## src/eth_pkg.sv

```systemverilog
package eth_pkg;

  // CRC-32 (IEEE 802.3) generator polynomial, non-reflected form
  localparam logic [31:0] crc_poly = 32'h04C11DB7;

  // payload geometry
  localparam int max_words  = 16;
  localparam int word_idx_w = 4;
  localparam int len_w      = 5;
  // bit index across payload plus CRC word, up to 17 words
  localparam int bit_cnt_w  = 10;

  // medium access timing
  localparam int ifg_cycles    = 16;
  localparam int ifg_w         = 5;
  localparam int slot_cycles   = 8;
  localparam int max_attempts  = 16;
  localparam int att_w         = 5;
  localparam int backoff_limit = 10;
  // wide enough for (2**backoff_limit - 1) * slot_cycles
  localparam int backoff_w     = 13;

  // APB register map
  localparam logic [7:0] addr_ctrl      = 8'h00;
  localparam logic [7:0] addr_status    = 8'h04;
  localparam logic [7:0] addr_rx_len    = 8'h08;
  localparam logic [7:0] addr_data_base = 8'h40;

  typedef struct packed {
    logic             start;
    logic [len_w-1:0] len_words;
  } tx_req_t;

  typedef struct packed {
    logic             busy;
    logic             done;
    logic             abandoned;
    logic [att_w-1:0] attempts;
  } tx_status_t;

  typedef struct packed {
    logic             done;
    logic             crc_ok;
    logic [len_w-1:0] len_words;
  } rx_status_t;

  // one serial wire with its enable, en doubles as carrier on receive
  typedef struct packed {
    logic data;
    logic en;
  } line_t;

endpackage

```

## src/crc32_engine.sv

```systemverilog
`timescale 1ns/100ps

module crc32_engine
  import eth_pkg::*;
(
  input  logic        CLK,
  input  logic        RST,
  input  logic        bit_in,
  input  logic        write,
  input  logic        term,
  output logic        done,
  output logic [31:0] crc
);

  logic [31:0] crc_reg;
  logic [5:0]  flush_cnt;
  logic        terminal;
  logic        shift_en;
  logic        shift_bit;
  logic [31:0] feedback;

  // data bits go in until term, then 32 zero bits flush the augmented register
  assign shift_en  = terminal ? (flush_cnt != 6'd0) : write;
  assign shift_bit = terminal ? 1'b0 : bit_in;
  assign feedback  = crc_reg[31] ? crc_poly : 32'h0;
  assign crc       = ~crc_reg;

  always_ff @(posedge CLK)
  begin
    if (!RST)
    begin
      crc_reg   <= 32'h0;
      flush_cnt <= 6'd0;
      terminal  <= 1'b0;
      done      <= 1'b0;
    end
    else
    begin
      if (term && !terminal)
      begin
        terminal  <= 1'b1;
        flush_cnt <= 6'd32;
      end

      // one extra cycle after the last flush shift before done rises
      if (terminal && flush_cnt == 6'd0)
        done <= 1'b1;

      if (shift_en)
      begin
        crc_reg <= {crc_reg[30:0], shift_bit} ^ feedback;
        if (terminal)
          flush_cnt <= flush_cnt - 6'd1;
      end
    end
  end

endmodule

```

## src/apb_host_regs.sv

```systemverilog
`timescale 1ns/100ps

module apb_host_regs
  import eth_pkg::*;
(
  input  logic                  CLK,
  input  logic                  RST,
  input  logic                  psel,
  input  logic                  penable,
  input  logic                  pwrite,
  input  logic [7:0]            paddr,
  input  logic [31:0]           pwdata,
  output logic [31:0]           prdata,
  output logic                  pready,
  output logic                  pslverr,
  output tx_req_t               tx_req,
  input  logic [word_idx_w-1:0] word_addr,
  output logic [31:0]           word_data,
  input  tx_status_t            tx_stat,
  input  rx_status_t            rx_stat,
  output logic                  irq
);

  logic [31:0]      words [max_words];
  logic             tx_done_f;
  logic             tx_abandoned_f;
  logic             rx_done_f;
  logic             rx_crc_ok_f;
  logic [len_w-1:0] rx_len_q;
  logic             access;
  logic             busy;
  logic             hit_ctrl;
  logic             hit_status;
  logic             hit_rx_len;
  logic             hit_data;
  logic [len_w-1:0] wr_len;
  logic             len_bad;
  logic             err;
  logic             start_ok;
  logic             wr_status;
  logic             wr_data;

  // the start pulse counts as busy so a back-to-back CTRL write is refused
  assign busy       = tx_stat.busy || tx_req.start;
  assign access     = psel && penable;
  assign hit_ctrl   = paddr == addr_ctrl;
  assign hit_status = paddr == addr_status;
  assign hit_rx_len = paddr == addr_rx_len;
  assign hit_data   = (paddr[7:6] == addr_data_base[7:6]) && (paddr[1:0] == 2'b00);

  assign wr_len  = pwdata[8:4];
  assign len_bad = (wr_len == '0) || (wr_len > len_w'(max_words));
  assign err     = !(hit_ctrl || hit_status || hit_rx_len || hit_data)
                   || (pwrite && busy && (hit_ctrl || hit_data))
                   || (pwrite && hit_ctrl && pwdata[0] && len_bad);

  assign pready    = 1'b1;
  assign pslverr   = access && err;
  assign start_ok  = access && pwrite && hit_ctrl && pwdata[0] && !err;
  assign wr_status = access && pwrite && hit_status;
  assign wr_data   = access && pwrite && hit_data && !err;

  assign word_data = words[word_addr];
  assign irq       = tx_done_f || tx_abandoned_f || rx_done_f;

  always_comb
  begin
    prdata = 32'h0;
    if (hit_ctrl)
      prdata = {23'h0, tx_req.len_words, 4'h0};
    else if (hit_status)
      prdata = {19'h0, tx_stat.attempts, 3'h0, rx_crc_ok_f, rx_done_f,
                tx_abandoned_f, tx_done_f, busy};
    else if (hit_rx_len)
      prdata = {27'h0, rx_len_q};
    else if (hit_data)
      prdata = words[paddr[5:2]];
  end

  always_ff @(posedge CLK)
  begin
    if (wr_data)
      words[paddr[5:2]] <= pwdata;
  end

  always_ff @(posedge CLK)
  begin
    if (!RST)
    begin
      tx_req         <= '0;
      tx_done_f      <= 1'b0;
      tx_abandoned_f <= 1'b0;
      rx_done_f      <= 1'b0;
      rx_crc_ok_f    <= 1'b0;
      rx_len_q       <= '0;
    end
    else
    begin
      tx_req.start <= start_ok;
      if (start_ok)
        tx_req.len_words <= wr_len;

      // a new event wins over a clear in the same cycle
      if (tx_stat.done)
        tx_done_f <= 1'b1;
      else if (wr_status && pwdata[1])
        tx_done_f <= 1'b0;

      if (tx_stat.abandoned)
        tx_abandoned_f <= 1'b1;
      else if (wr_status && pwdata[2])
        tx_abandoned_f <= 1'b0;

      if (rx_stat.done)
      begin
        rx_done_f   <= 1'b1;
        rx_crc_ok_f <= rx_stat.crc_ok;
        rx_len_q    <= rx_stat.len_words;
      end
      else if (wr_status && pwdata[3])
        rx_done_f <= 1'b0;
    end
  end

endmodule

```

## src/medium_arbiter.sv

```systemverilog
`timescale 1ns/100ps

module medium_arbiter
  import eth_pkg::*;
(
  input  logic             CLK,
  input  logic             RST,
  input  logic             carrier,
  input  logic             col,
  input  logic             medium_req,
  input  logic             tx_active,
  output logic             grant,
  output logic             abort,
  output logic             give_up,
  output logic [att_w-1:0] attempts
);

  logic [ifg_w-1:0]         cool_cnt;
  logic                     cool;
  logic [backoff_w-1:0]     bo_cnt;
  logic                     bo_active;
  logic [15:0]              lfsr;
  logic                     req_q;
  logic [att_w-1:0]         att_next;
  logic [att_w-1:0]         exp_sel;
  logic [backoff_limit-1:0] slot_mask;
  logic [backoff_limit-1:0] slot_cnt;

  // a collision only counts while our own frame is on the wire
  assign abort    = col && tx_active;
  assign cool     = cool_cnt == ifg_w'(ifg_cycles);
  assign att_next = attempts + 1'b1;
  assign exp_sel  = (att_next > att_w'(backoff_limit)) ? att_w'(backoff_limit) : att_next;

  // truncated binary exponential backoff, 2**exp_sel - 1 slots at most
  always_comb
  begin
    for (int i = 0; i < backoff_limit; i++)
      slot_mask[i] = i < int'(exp_sel);
    slot_cnt = lfsr[backoff_limit-1:0] & slot_mask;
  end

  always_ff @(posedge CLK)
  begin
    if (!RST)
    begin
      lfsr      <= 16'hACE1;
      cool_cnt  <= '0;
      bo_cnt    <= '0;
      bo_active <= 1'b0;
      req_q     <= 1'b0;
      attempts  <= '0;
      grant     <= 1'b0;
      give_up   <= 1'b0;
    end
    else
    begin
      lfsr    <= {lfsr[14:0], lfsr[15] ^ lfsr[13] ^ lfsr[12] ^ lfsr[10]};
      req_q   <= medium_req;
      grant   <= 1'b0;
      give_up <= 1'b0;

      // the gap restarts on any carrier, our own frame, or a pending backoff
      if (carrier || tx_active || bo_active)
        cool_cnt <= '0;
      else if (!cool)
        cool_cnt <= cool_cnt + 1'b1;

      // a fresh request belongs to a new frame
      if (medium_req && !req_q)
        attempts <= '0;

      if (abort)
      begin
        attempts <= att_next;
        if (att_next == att_w'(max_attempts))
          give_up <= 1'b1;
        else
        begin
          bo_active <= 1'b1;
          bo_cnt    <= backoff_w'(slot_cnt) * backoff_w'(slot_cycles);
        end
      end
      else if (bo_active)
      begin
        if (bo_cnt == '0)
          bo_active <= 1'b0;
        else
          bo_cnt <= bo_cnt - 1'b1;
      end
      else if (medium_req && cool && !grant && !tx_active)
        grant <= 1'b1;
    end
  end

endmodule

```

## src/tx_serializer.sv

```systemverilog
`timescale 1ns/100ps

module tx_serializer
  import eth_pkg::*;
(
  input  logic                  CLK,
  input  logic                  RST,
  input  tx_req_t               tx_req,
  input  logic [31:0]           word_data,
  input  logic                  grant,
  input  logic                  abort,
  input  logic                  give_up,
  output logic [word_idx_w-1:0] word_addr,
  output logic                  medium_req,
  output line_t                 tx,
  output tx_status_t            tx_stat
);

  typedef enum logic [2:0] {st_idle, st_calc, st_wait, st_send, st_fin} state_t;

  state_t               state;
  logic [len_w-1:0]     len_q;
  logic [bit_cnt_w-1:0] cnt;
  logic [bit_cnt_w-1:0] pay_bits;
  logic [bit_cnt_w-1:0] frame_bits;
  logic [31:0]          crc_q;
  logic                 first_word;
  logic                 next_bit;
  logic                 crc_rst;
  logic                 crc_write;
  logic                 crc_term;
  logic                 crc_done;
  logic [31:0]          crc_val;

  assign pay_bits   = {len_q, 5'b0};
  assign frame_bits = pay_bits + bit_cnt_w'(32);
  assign first_word = cnt[bit_cnt_w-1:5] == '0;
  assign word_addr  = cnt[word_idx_w+4:5];

  // cnt walks the payload MSB first, then the latched CRC
  assign next_bit = (cnt < pay_bits) ? word_data[~cnt[4:0]] : crc_q[~cnt[4:0]];

  // the engine restarts from zero for every frame, it is held clear while idle
  assign crc_rst   = RST && (state != st_idle);
  assign crc_write = (state == st_calc) && (cnt < pay_bits);
  assign crc_term  = crc_write && (cnt == pay_bits - 1'b1);

  assign medium_req = (state == st_wait) || (state == st_send)
                      || ((state == st_calc) && crc_done);

  assign tx_stat.busy     = state != st_idle;
  assign tx_stat.attempts = '0;

  crc32_engine crc_inst (
    .CLK    (CLK),
    .RST    (crc_rst),
    .bit_in (next_bit ^ first_word),
    .write  (crc_write),
    .term   (crc_term),
    .done   (crc_done),
    .crc    (crc_val)
  );

  always_ff @(posedge CLK)
  begin
    if (crc_done && state == st_calc)
      crc_q <= crc_val;
  end

  always_ff @(posedge CLK)
  begin
    if (!RST)
    begin
      state             <= st_idle;
      len_q             <= '0;
      cnt               <= '0;
      tx                <= '0;
      tx_stat.done      <= 1'b0;
      tx_stat.abandoned <= 1'b0;
    end
    else
    begin
      tx_stat.done      <= 1'b0;
      tx_stat.abandoned <= 1'b0;
      case (state)
        st_idle:
          if (tx_req.start)
          begin
            len_q <= tx_req.len_words;
            cnt   <= '0;
            state <= st_calc;
          end
        st_calc:
          if (crc_write)
            cnt <= cnt + 1'b1;
          else if (crc_done)
          begin
            cnt   <= '0;
            state <= st_wait;
          end
        st_wait:
          if (give_up)
          begin
            tx_stat.abandoned <= 1'b1;
            state             <= st_idle;
          end
          else if (grant)
          begin
            tx.data <= next_bit;
            tx.en   <= 1'b1;
            cnt     <= bit_cnt_w'(1);
            state   <= st_send;
          end
        st_send:
          // after a collision the whole frame goes out again from bit 0
          if (abort)
          begin
            tx.en <= 1'b0;
            cnt   <= '0;
            state <= st_wait;
          end
          else if (cnt == frame_bits)
          begin
            tx.en <= 1'b0;
            state <= st_fin;
          end
          else
          begin
            tx.data <= next_bit;
            cnt     <= cnt + 1'b1;
          end
        st_fin:
        begin
          tx_stat.done <= 1'b1;
          state        <= st_idle;
        end
        default:
          state <= st_idle;
      endcase
    end
  end

endmodule

```

## src/rx_crc_checker.sv

```systemverilog
`timescale 1ns/100ps

module rx_crc_checker
  import eth_pkg::*;
(
  input  logic       CLK,
  input  logic       RST,
  input  line_t      rx,
  output rx_status_t rx_stat
);

  logic [31:0]          hold;
  logic [bit_cnt_w-1:0] cnt;
  logic                 en_q;
  logic                 busy;
  logic                 first_word;
  logic                 eng_rst;
  logic                 eng_write;
  logic                 eng_term;
  logic                 eng_done;
  logic [31:0]          eng_crc;

  assign first_word = cnt[bit_cnt_w-1:5] == '0;

  // the engine only lives between the first bit and the verdict
  assign eng_rst   = RST && (rx.en || busy);
  // bits reach the engine once the hold-back register is full
  assign eng_write = rx.en && !first_word;
  assign eng_term  = en_q && !rx.en;

  // the last 32 bits still in the hold-back register are the received CRC
  assign rx_stat.done      = busy && !rx.en && eng_done;
  assign rx_stat.crc_ok    = hold == eng_crc;
  assign rx_stat.len_words = cnt[bit_cnt_w-1:5] - 1'b1;

  crc32_engine crc_inst (
    .CLK    (CLK),
    .RST    (eng_rst),
    .bit_in (hold[31]),
    .write  (eng_write),
    .term   (eng_term),
    .done   (eng_done),
    .crc    (eng_crc)
  );

  // first 32 bits are inverted on entry, which presets the augmented CRC
  always_ff @(posedge CLK)
  begin
    if (rx.en)
      hold <= {hold[30:0], rx.data ^ first_word};
  end

  always_ff @(posedge CLK)
  begin
    if (!RST)
    begin
      en_q <= 1'b0;
      busy <= 1'b0;
      cnt  <= '0;
    end
    else
    begin
      en_q <= rx.en;
      if (rx.en)
      begin
        busy <= 1'b1;
        // saturate on oversized foreign frames
        if (cnt != '1)
          cnt <= cnt + 1'b1;
      end
      else if (rx_stat.done)
      begin
        busy <= 1'b0;
        cnt  <= '0;
      end
    end
  end

endmodule

```

## src/frame_engine_top.sv

```systemverilog
`timescale 1ns/100ps

module frame_engine_top
  import eth_pkg::*;
(
  input  logic        CLK,
  input  logic        RST,
  input  logic        psel,
  input  logic        penable,
  input  logic        pwrite,
  input  logic [7:0]  paddr,
  input  logic [31:0] pwdata,
  output logic [31:0] prdata,
  output logic        pready,
  output logic        pslverr,
  input  line_t       rx,
  input  logic        col,
  output line_t       tx,
  output logic        irq
);

  tx_req_t               tx_req;
  logic [word_idx_w-1:0] word_addr;
  logic [31:0]           word_data;
  tx_status_t            ser_stat;
  tx_status_t            tx_stat;
  rx_status_t            rx_stat;
  logic                  medium_req;
  logic                  grant;
  logic                  abort;
  logic                  give_up;
  logic [att_w-1:0]      attempts;

  // frame state comes from the serializer, the collision count from the arbiter
  assign tx_stat = '{busy: ser_stat.busy, done: ser_stat.done,
                     abandoned: ser_stat.abandoned, attempts: attempts};

  apb_host_regs apb_host_regs_inst (
    .CLK       (CLK),
    .RST       (RST),
    .psel      (psel),
    .penable   (penable),
    .pwrite    (pwrite),
    .paddr     (paddr),
    .pwdata    (pwdata),
    .prdata    (prdata),
    .pready    (pready),
    .pslverr   (pslverr),
    .tx_req    (tx_req),
    .word_addr (word_addr),
    .word_data (word_data),
    .tx_stat   (tx_stat),
    .rx_stat   (rx_stat),
    .irq       (irq)
  );

  medium_arbiter medium_arbiter_inst (
    .CLK        (CLK),
    .RST        (RST),
    .carrier    (rx.en),
    .col        (col),
    .medium_req (medium_req),
    .tx_active  (tx.en),
    .grant      (grant),
    .abort      (abort),
    .give_up    (give_up),
    .attempts   (attempts)
  );

  tx_serializer tx_serializer_inst (
    .CLK        (CLK),
    .RST        (RST),
    .tx_req     (tx_req),
    .word_data  (word_data),
    .grant      (grant),
    .abort      (abort),
    .give_up    (give_up),
    .word_addr  (word_addr),
    .medium_req (medium_req),
    .tx         (tx),
    .tx_stat    (ser_stat)
  );

  rx_crc_checker rx_crc_checker_inst (
    .CLK     (CLK),
    .RST     (RST),
    .rx      (rx),
    .rx_stat (rx_stat)
  );

endmodule

```

## config.mk

```make
export PLATFORM = sky130hd
export DESIGN_NAME = frame_engine_top
export DESIGN_NICKNAME = d
export VERILOG_FILES = /design/src/eth_pkg.sv /design/src/crc32_engine.sv /design/src/apb_host_regs.sv /design/src/medium_arbiter.sv /design/src/tx_serializer.sv /design/src/rx_crc_checker.sv /design/src/frame_engine_top.sv
export SDC_FILE = /design/constraint.sdc
export NUM_CORES = 1
export LEC_CHECK = 0
export ABC_AREA = 1
export BUFFER_PORTS_ARGS = -buffer_cell sky130_fd_sc_hd__buf_2
export CAP_MARGIN = 20
export CELL_PAD_IN_SITES_DETAIL_PLACEMENT = 0
export CELL_PAD_IN_SITES_GLOBAL_PLACEMENT = 2
export CORE_ASPECT_RATIO = 1.75
export CORE_MARGIN = 2
export CORE_UTILIZATION = 41
export DETAILED_ROUTE_END_ITERATION = 16
export PLACE_DENSITY = 0.89
export SLEW_MARGIN = 10
export SYNTH_ARGS = -nofsm -noshare
export SYNTH_HDL_FRONTEND = slang
export SYNTH_SLANG_ARGS = --single-unit
```

## constraint.sdc

```tcl
create_clock -name CLK -period 4.62 [get_ports CLK]
set_input_delay 0.924 -clock CLK [delete_from_list [all_inputs] [get_ports CLK]]
set_output_delay 0.924 -clock CLK [all_outputs]
set_load 0.02 [all_outputs]
```

# ---- Word level (Yosys, flattened, before mapping)
# Memory sizes are Yosys's and may differ from the RTL's. A register that Yosys moved wholly into a read port is not among the register bits.
# Index checks and enable logic that the tools add are counted.
# Widths: inputs -> output; s select.
dict set report totals {
  elab_cells 264
  regBits 236
  ram_bits 512
  mem_count 1
  in_bits 48
}
dict set report classes {
  n_reduce_logical 91
  eq_ne 27
  add_sub_neg 10
  n_mux 74
  bitwise 12
  magnitude_cmp 14
}
# name depth word_bits read_ports rd_clocked_by_memory_dff wr line
set mem_list {}
lappend mem_list {apb_host_regs_inst.words 16 32 2 1 1 apb_host_regs.sv:24} ;# logic [31:0] words [max_words];
# op n
set ops {}
lappend ops {{$mux 32} 4}
lappend ops {{$mux 10} 10}
lappend ops {{$not 32->32} 2}
lappend ops {{$xor 32x27->32} 2}
lappend ops {{$mux 27} 2}
lappend ops {{$mux 13} 4}
lappend ops {{$pmux 10 s4} 1}
lappend ops {{$logic_and 1x1->1} 36}
lappend ops {{$mux 6} 6}
lappend ops {{$eq 32x32->1} 1}
lappend ops {{$mux 1} 29}
lappend ops {{$mux 3} 7}
lappend ops {{$add 10x1->10 const B} 2}
lappend ops {{$eq 10x10->1} 2}
lappend ops {{$lt 3x5->1 const A} 4}
lappend ops {{$ne 2x2->1 const B} 9}
lappend ops {{$logic_not 5->1} 3}
lappend ops {{$logic_or 1x1->1} 15}
lappend ops {{$mux 5} 3}
lappend ops {{$reduce_bool 2->1} 7}
lappend ops {{$logic_not 13->1} 1}
lappend ops {{$sub 13x1->13 const B} 1}
lappend ops {{$logic_not 6->1} 2}
lappend ops {{$ne 3x3->1 const B} 4}
lappend ops {{44 further kinds} 71}

# ---- Depth between registers and ports, before layout
# Gate-level depths: netlist of run 1.
dict set report logic_depth {
  ltp_word 11
  mapped_depth 24
  ltp_nobuf 21
}

# ---- Cells and area by module
# From an unflattened synthesis of run 1, not the netlist that was laid out.
dict set report unflattened {
  hier_cells 3807
  area_unflattened_um2 36760.3
}
# module instances area_per_inst_um2 cells_each
set by_module_without_submodules {}
lappend by_module_without_submodules {apb_host_regs 1 25056.5 2240}
lappend by_module_without_submodules {crc32_engine 2 1914.3 255}
lappend by_module_without_submodules {tx_serializer 1 3383.2 481}
lappend by_module_without_submodules {medium_arbiter 1 2249.7 333}
lappend by_module_without_submodules {rx_crc_checker 1 2242.2 243}

# ---- Worst setup path before layout of run 1
# OpenSTA, ideal clock, no wires.
dict set report synth_path {
  path_kind {input to register}
  startpoint {in paddr[1]}
  endpoint {mem apb_host_regs_inst.words[0][0], enable pin}
  slack_ps 520
  arrival_ps 3679
  path_buffers 0
  required_time_ps 4199
  path_stages 11
  cell_sequence {nor2_1 > inv_1 > nor3_1 > inv_1 > nand2_1 > nor3_1 > a31oi_1 > o21ai_1 > nor3_1 > nand2_1 > nor2_1}
}
dict set report synth_between {
  elab_chain_cells 11
  elab_cells_between_ends 21
  cone_classes {eq/ne: 2; mux: 2; reduce/logical: 17}
}
# element line
set synth_rtl {}
lappend synth_rtl {{start, declared} frame_engine_top.sv:11} ;# input logic [7:0] paddr,
lappend synth_rtl {{$eq 8x3->1 / $logic_not 8->1 (equally long branches)} {apb_host_regs.sv:47, apb_host_regs.sv:46}}
lappend synth_rtl {{$logic_or 1x1->1 (3 in series)} apb_host_regs.sv:53} ;# assign err = !(hit_ctrl || hit_status || hit_rx_len || hit_data)
lappend synth_rtl {{$logic_not 1->1} apb_host_regs.sv:53}
lappend synth_rtl {{$logic_or 1x1->1} apb_host_regs.sv:54} ;# || (pwrite && busy && (hit_ctrl || hit_data))
lappend synth_rtl {{$logic_or 1x1->1} apb_host_regs.sv:55} ;# || (pwrite && hit_ctrl && pwdata[0] && len_bad);
lappend synth_rtl {{$logic_not 1->1} apb_host_regs.sv:61} ;# assign wr_data = access && pwrite && hit_data && !err;
lappend synth_rtl {{$logic_and 1x1->1 *} apb_host_regs.sv:61}
lappend synth_rtl {{$mux 1 *} apb_host_regs.sv:82} ;# if (wr_data)
lappend synth_rtl {{$mux 1 (implied by the code) *} apb_host_regs.sv:83} ;# words[paddr[5:2]] <= pwdata;
lappend synth_rtl {{end, declared} apb_host_regs.sv:24}
# Mark *: on every way between the ends. The rest lies on a longest branch, timed or not.

# ---- Worst setup path in the final report of run 1
dict set report layout_path {
  startpoint {in paddr[2]}
  endpoint {out prdata[6]}
}
dict set report layout_between {
  elab_chain_cells 5
  elab_cells_between_ends 8
  cone_classes {eq/ne: 2; mux: 4; reduce/logical: 1; memory: 1}
}
# element line
set layout_rtl {}
lappend layout_rtl {{$mem_v2 16x32} --}
lappend layout_rtl {{$mux 32} apb_host_regs.sv:76} ;# else if (hit_data)
lappend layout_rtl {{$mux 32} apb_host_regs.sv:74} ;# else if (hit_rx_len)
lappend layout_rtl {{$mux 32} apb_host_regs.sv:71} ;# else if (hit_status)
lappend layout_rtl {{$mux 32 *} apb_host_regs.sv:69} ;# if (hit_ctrl)
lappend layout_rtl {{end, declared} frame_engine_top.sv:13} ;# output logic [31:0] prdata,
# Marked as above.

==> results.sh, run 1 <==
export IMPL_route_detailed_wl_per_inst_um=24.81
export IMPL_floorplan_die_width_um=223.3
export IMPL_synth_top_cells_by_count="777 x sky130_fd_sc_hd__nand2_1, 576 x sky130_fd_sc_hd__edfxtp_1, 490 x sky130_fd_sc_hd__nand3_1, 257 x sky130_fd_sc_hd__a22oi_1, 247 x sky130_fd_sc_hd__a21oi_1"
export IMPL_period_minus_slack_ns=4.251
export IMPL_port_buffers=83
export IMPL_fraction_of_final_layout_cells_sized_beyond_drive_strength_1_pct=10.10
export IMPL_postSynthNetCount=3537
export IMPL_finish_net_count=3579
export IMPL_number_of_top_level_pins=85
export IMPL_syn_cell_area_mm2=0.03450
export IMPL_crit_path_end_kind="primary output"
export IMPL_timing_max_cap_violations=0
export IMPL_status="completed"
export IMPL_min_period_over_period_pct=92.01
export IMPL_routed_via_density=5.911
export IMPL_design_power_total_w=0.01419
export IMPL_powerDensity_mw_per_mm2=366.5
export IMPL_antenna_violating_nets_post_route=0
export IMPL_cts_hold_buf=0
export IMPL_core_area_mm2=0.08338
export IMPL_hold_class="reg2reg"
export IMPL_synth_top_area_cell="sky130_fd_sc_hd__edfxtp_1"
export IMPL_instances_no_fill=4631
export IMPL_vdd_ir_drop_worst_mv=0.2966
export IMPL_track_usage_pct=26.44
export IMPL_finalHoldViolCount=0
export IMPL_cts_tree="yes"
export IMPL_synthesis_instances=3469
export IMPL_critPathArrivalTime_ns=3.33
export IMPL_slew_viol_final=0
export IMPL_num_vias=27370
export IMPL_asyncSetResetFlopFracSynth_pct=0
export IMPL_first_pass_grt_wire_length_mm=172.0
export IMPL_postCtsResizedCells=0
export IMPL_drcViolationCount=0
export IMPL_finClkSkew_ns=0.03573
export IMPL_dp_hpwl_mm=68.98
export IMPL_cts_sinks=752
export IMPL_synth_cell_types=51
export IMPL_number_of_flip_flops_under_the_largest_register_name=512
export IMPL_drt_iter0_drc=2826
export IMPL_yosys_top_cells_area="sky130_fd_sc_hd__edfxtp_1 50%, sky130_fd_sc_hd__dfxtp_1 10%, sky130_fd_sc_hd__nand2_1 8.5%, sky130_fd_sc_hd__nand3_1 7.1%, sky130_fd_sc_hd__a22oi_1 5.6%"
export IMPL_number_of_cts_inserted_buffers=72
export IMPL_max_clock_freq_mhz=235.2
export IMPL_core_rowCount=140
export IMPL_htreeDepth=3
export IMPL_synthDominantCellAreaShare_pct=50.14
export IMPL_synth_edff_count=576
export IMPL_leakage_nw=13.84
export IMPL_synthesis_yosys_warnings=0
export IMPL_post_synth_mux_area_share_pct=0
export IMPL_max_slew_worst_pin_slew_ns=0.9756
export IMPL_worstSetupPathType="in2out"
export IMPL_synth_main_ff_cell="sky130_fd_sc_hd__edfxtp_1"
export IMPL_place_gp_congestion=0.8477
export IMPL_clk_pin_slew_ns=0.06
export IMPL_worst_path_max_fanout=42
export IMPL_synth_area_in_compound_gates_pct=13.55
export IMPL_floorplan_initialDensity_pct=41.38
export IMPL_initial_antenna_violation_count=7
export IMPL_grt_overflow_total=0
export IMPL_setup_repair_after_global_routing_missed_its_margin="no"
export IMPL_cts_root_buffer_cell="sky130_fd_sc_hd__clkbuf_16"
export IMPL_synth_xor_area_share_pct=1.545
export IMPL_hold_ws_ns=0.4196
export IMPL_yosys_area_share_simple_pct=18.53
export IMPL_critical_path_required_ns=3.70
export IMPL_grt_pass1_vias=26960
export IMPL_grt_start_max_net_pins=111
export IMPL_worst_slew_margin_rel_pct=34.87
export IMPL_cp_startpoint_kind="input port"
export IMPL_finalSetupViolations=0
export IMPL_synth_top_family_by_area="simple AND/OR/NAND/NOR gates"
export IMPL_synth_most_common_cell="sky130_fd_sc_hd__nand2_1"
export IMPL_finalWirelength_mm=114.9
export IMPL_setup_tns_final_ns=0
export IMPL_dp_cells=4501
export IMPL_flip_flop_and_latch_count_after_synthesis=752
export IMPL_yosysSeqAreaShare_pct=60.35
export IMPL_post_cts_buffers=0
export IMPL_die_height_um=387.7
export IMPL_cts_buffer_depth=3
export IMPL_drt_pass1_iter_count=6
export IMPL_die_area_mm2=0.08657
export IMPL_clk_latency_ns=0.67
export IMPL_finalCoreUtilization_pct=46.43
export IMPL_synth_fa_ha_area_share_pct=0.7253
export IMPL_flow_area_growth_from_synthesis_pct=12.22
export IMPL_syn_area_per_cell_um2=9.945
-- critical path: stages --
cell                      delay, ns
sky130_fd_sc_hd__buf_2         0.15
sky130_fd_sc_hd__inv_1         0.12
sky130_fd_sc_hd__nand2_1       0.10
sky130_fd_sc_hd__inv_4         0.47
sky130_fd_sc_hd__buf_4         0.33
sky130_fd_sc_hd__a22oi_1       0.09
sky130_fd_sc_hd__a21oi_1       0.20
sky130_fd_sc_hd__nor4_1        0.11
sky130_fd_sc_hd__o21ai_0       0.50
sky130_fd_sc_hd__buf_2         0.28
-- final cells by class --
| class | count | area [µm²] |
|---|---|---|
| fillers | 7767 | 44670 |
| flip-flops and latches | 752 | 20830 |
| multi-input cells | 2306 | 12010 |
| clock buffers | 94 | 1987 |
| repair buffers | 194 | 1587 |
| well taps | 1065 | 1333 |
| inverters | 185 | 709.4 |
| clock inverters | 34 | 250.2 |
| diodes | 1 | 2.502 |
-- worst paths after layout --
kind         cells after the start                                             endpoint                               startpoint  slack [ns]
max                             10                                            prdata[6]                                 paddr[2]        0.37
min                              2              medium_arbiter_inst.lfsr[12]$_SDFF_PN0_  medium_arbiter_inst.lfsr[11]$_SDFF_PN1_        0.42
max reg2reg                     22  tx_serializer_inst.crc_inst.crc_reg[0]$_SDFFE_PN0N_                                 register        1.11
min reg2reg                      2              medium_arbiter_inst.lfsr[12]$_SDFF_PN0_  medium_arbiter_inst.lfsr[11]$_SDFF_PN1_        0.42
-- metrics by stage --
stage	area, µm²	setup WS [ns]
after CTS	38690	0.4154
after global placement	36460	0.3770
after floorplan	34500	0.5197
after detailed placement	36460	0.4253
final	38710	0.3691
after global routing	38710	0.2700
-- layer usage --
layer  vias up  share of wire [%]  GRT usage [%]
li1      12510                  -              -
met1     13410                 37          31.67
met2      1196                 51          46.89
met3       249                7.1          3.781
met4         8                4.3          11.95
met5         -              0.040              0
-- cells in the final DEF (no fill, tap or decap), drive strengths merged, types with 2 or more instances in the layout --
master,n
nor3,32
a22oi,257
clkinv,29
nor2,150
clkinvlp,2
xnor2,22
o22ai,13
clkbuf,94
o221ai,2
or2,11
xor2,38
a221oi,3
nand2,779
ha,20
bufinv,2
edfxtp,576
a311oi,2
nand3,491
a31oi,13
a21oi,247
dfxtp,176
inv,186
nor4,9
o2111ai,5
o41a,20
o31ai,2
o21a,3
o41ai,9
o21ai,122
nand4,15
o211ai,6
nor3b,2
buf,194
a211oi,27
-- cell families (layout without fill, tap and decap cells) --
logic type / count (synthesis) / in the layout
adders and majority gates: 20 / 20
AOI/OAI and AO/OA: 735 / 735
xor gates and xnor gates: 60 / 60
and+or+nand+nor: 1490 / 1490
other: 1 / 2
buffers and inverters: 411 / 507
DFF: 752 / 752
-- report_power, final --
part / total (W) / internal [W] / switching, W
logic: 0.00103 / 0.000270 / 0.000757
clock network: 0.00583 / 0.00316 / 0.00267
registers: 0.00733 / 0.00730 / 0.0000308
total: 0.0142 / 0.0107 / 0.00346
(Power assumes the default switching activity.)
==> run 2: changes to the inputs <==
- PLACE_DENSITY: 0.89 -> 0.81
==> run 2 against run 1 <==
- critical path type unchanged
- critical path depth unchanged
- sequential share of layout area down 0.31 points
- register-to-register slack worse by 0.19 ns
- clock skew shrank 0.0092 ns
==> results.sh, run 2 (synthesized netlist as in run 1, its figures left out) <==
export IMPL_sw_ratio_pct=24.38
export IMPL_setup_repair_after_global_routing_missed_its_margin="no"
export IMPL_finalSetupViolations=0
export IMPL_critical_path_n_buffers_inverters=5
export IMPL_cells_traversed_along_the_worst_timing_path="buf_2, inv_1, nand2_1, inv_4, buf_12, a22oi_1, a21oi_1, o41ai_1, o221ai_1, buf_2"
export IMPL_min_period_over_period_pct=97.15
export IMPL_vdd_ir_drop_worst_mv=0.3117
export IMPL_cts_buffer_depth=3
export IMPL_finalWirelength_mm=118.9
export IMPL_timing_critical_path_slowest_stage_cell="sky130_fd_sc_hd__o41ai_1"
export IMPL_fraction_of_final_layout_cells_sized_beyond_drive_strength_1_pct=10.29
export IMPL_hold_ws_ns=0.4172
export IMPL_hold_class="reg2reg"
export IMPL_leakage_nw=13.87
export IMPL_max_clock_freq_mhz=222.8
export IMPL_clk_pin_slew_ns=0.06
export IMPL_period_minus_slack_ns=4.488
export IMPL_flow_area_growth_from_synthesis_pct=12.85
export IMPL_die_area_mm2=0.08657
export IMPL_sequential_power_share_pct=51.1
export IMPL_clk_latency_ns=0.66
export IMPL_power_clock_fraction_pct=41.5
export IMPL_route_detailed_wl_per_inst_um=25.65
export IMPL_cts_root_buffer_cell="sky130_fd_sc_hd__clkbuf_16"
export IMPL_postCtsResizedCells=0
export IMPL_place_gp_congestion=0.8560
export IMPL_cp_startpoint_kind="input port"
export IMPL_critical_path_top_delay_family="compound AO/OA/AOI/OAI gates"
export IMPL_mostFrequentLayoutCell="sky130_fd_sc_hd__nand2_1"
export IMPL_number_of_cts_inserted_buffers=70
export IMPL_cts_sinks=752
export IMPL_drt_iter0_drc=2759
export IMPL_critPathMostFrequentCell="sky130_fd_sc_hd__buf_2"
export IMPL_drt_pass1_iter_count=6
export IMPL_critPathArrivalTime_ns=3.56
export IMPL_powerDensity_mw_per_mm2=368.4
export IMPL_port_buffers=83
export IMPL_combinational_fraction_of_design_power_pct=7.4
export IMPL_floorplan_initialDensity_pct=41.38
export IMPL_critical_path_required_ns=3.70
export IMPL_timing_max_cap_violations=0
export IMPL_track_usage_pct=27.30
export IMPL_power_switching_w=0.003497
export IMPL_status="completed"
export IMPL_p_int_w=0.01085
export IMPL_post_cts_buffers=0
export IMPL_slew_viol_final=0
export IMPL_htreeDepth=3
export IMPL_grt_start_max_net_pins=110
export IMPL_worst_path_largest_cell_delay_ns=0.73
export IMPL_cts_tree="yes"
export IMPL_worstSetupPathType="in2out"
export IMPL_initial_antenna_violation_count=6
export IMPL_die_height_um=387.7
export IMPL_worst_path_max_fanout=43
export IMPL_first_pass_grt_wire_length_mm=176.9
export IMPL_setup_tns_final_ns=0
export IMPL_num_vias=27830
export IMPL_drcViolationCount=0
export IMPL_number_of_top_level_pins=85
export IMPL_antenna_violating_nets_post_route=0
export IMPL_floorplan_die_width_um=223.3
export IMPL_cts_hold_buf=0
export IMPL_worst_slew_margin_rel_pct=38.93
export IMPL_dp_hpwl_mm=72.53
export IMPL_finClkSkew_ns=0.02651
export IMPL_crit_path_end_kind="primary output"
export IMPL_finish_net_count=3579
export IMPL_layout_common_cells="776 x sky130_fd_sc_hd__nand2_1, 576 x sky130_fd_sc_hd__edfxtp_1, 490 x sky130_fd_sc_hd__nand3_1"
export IMPL_core_rowCount=140
export IMPL_grt_overflow_total=0
export IMPL_finalHoldViolCount=0
export IMPL_max_slew_worst_pin_slew_ns=0.9151
export IMPL_grt_pass1_vias=27860
export IMPL_routed_via_density=6.004
export IMPL_core_area_mm2=0.08338
export IMPL_number_of_flip_flops_under_the_largest_register_name=512
-- run 2: changes by cell type in the layout (fill, tap and decap cells not counted), moves of 2 or more --
| cell | before | now |
|---|---|---|
| sky130_fd_sc_hd__clkbuf_1 | 14 | 10 |
| sky130_fd_sc_hd__inv_8 | 3 | 0 |
| sky130_fd_sc_hd__buf_4 | 84 | 74 |
| sky130_fd_sc_hd__clkinv_1 | 16 | 11 |
| sky130_fd_sc_hd__inv_6 | 4 | 6 |
| sky130_fd_sc_hd__bufinv_16 | 2 | 5 |
| sky130_fd_sc_hd__diode_2 | 1 | 3 |
| sky130_fd_sc_hd__buf_12 | 27 | 39 |
| sky130_fd_sc_hd__clkinvlp_4 | 2 | 8 |
| sky130_fd_sc_hd__clkinv_2 | 10 | 12 |
-- run 2: layout make-up --
type / instances / area [µm²]
Inverter: 185 / 708.2
Fill cell: 7781 / 44450
Clock inverter: 39 / 361.6
Timing Repair Buffer: 196 / 1752
Clock buffer: 89 / 1938
Sequential cell: 752 / 20830
Multi-Input combinational cell: 2306 / 12000
Tap cell: 1065 / 1333
Antenna cell: 3 / 7.507
-- run 2: worst paths after layout --
check / from / cells past startpoint / to / slack, ns
hold / removal: medium_arbiter_inst.lfsr[14]$_SDFF_PN0_ / 1 / medium_arbiter_inst.lfsr[15]$_SDFF_PN1_ / 0.42
setup reg to reg: register / 19 / tx_serializer_inst.crc_inst.crc_reg[0]$_SDFFE_PN0N_ / 0.92
hold reg to reg: medium_arbiter_inst.lfsr[14]$_SDFF_PN0_ / 1 / medium_arbiter_inst.lfsr[15]$_SDFF_PN1_ / 0.42
setup / recovery: paddr[2] / 10 / prdata[1] / 0.13
-- run 2: routing by layer --
| layer | global-route usage [%] | wire, µm | vias to the layer above |
|---|---|---|---|
| met5 | 0 | 26 | - |
| met4 | 14.32 | 6284 | 4 |
| met3 | 4.167 | 8388 | 340 |
| met2 | 47.33 | 59920 | 1352 |
| met1 | 32.69 | 44260 | 13610 |
| li1 | - | - | 12520 |
-- run 2: worst register-to-register path: cells and delay by family (launching register included) --
family	cells	cell delay, ns
DFF	1	0.49
buffers and inverters	3	1.17
and+or+nand+nor	15	1.84
AOI/OAI and AO/OA	1	0.11
-- run 2: power groups by stage --
stage               logic (W)  registers, W  clock network (W)
floorplan            0.000542       0.00747                  0
global placement      0.00106       0.00748                  0
detailed placement    0.00106       0.00748                  0
CTS                   0.00106       0.00733            0.00605
global route          0.00114       0.00733            0.00626
finish                0.00107       0.00733            0.00595
-- run 2: metrics by stage --
stage	util (%)	setup slack, ns	std cells	instance area (µm²)	power [W]
2_1_floorplan	-	0.5197	3469	34500	0.008017
3_3_place_gp	43.93	0.2540	4504	36630	0.008536
3_5_place_dp	43.93	0.3046	4504	36630	0.008541
4_1_cts	46.68	0.2785	4632	38920	0.01444
5_1_grt	46.69	0.1149	4634	38930	0.01474
6_report	46.69	0.1318	4635	38930	0.01434
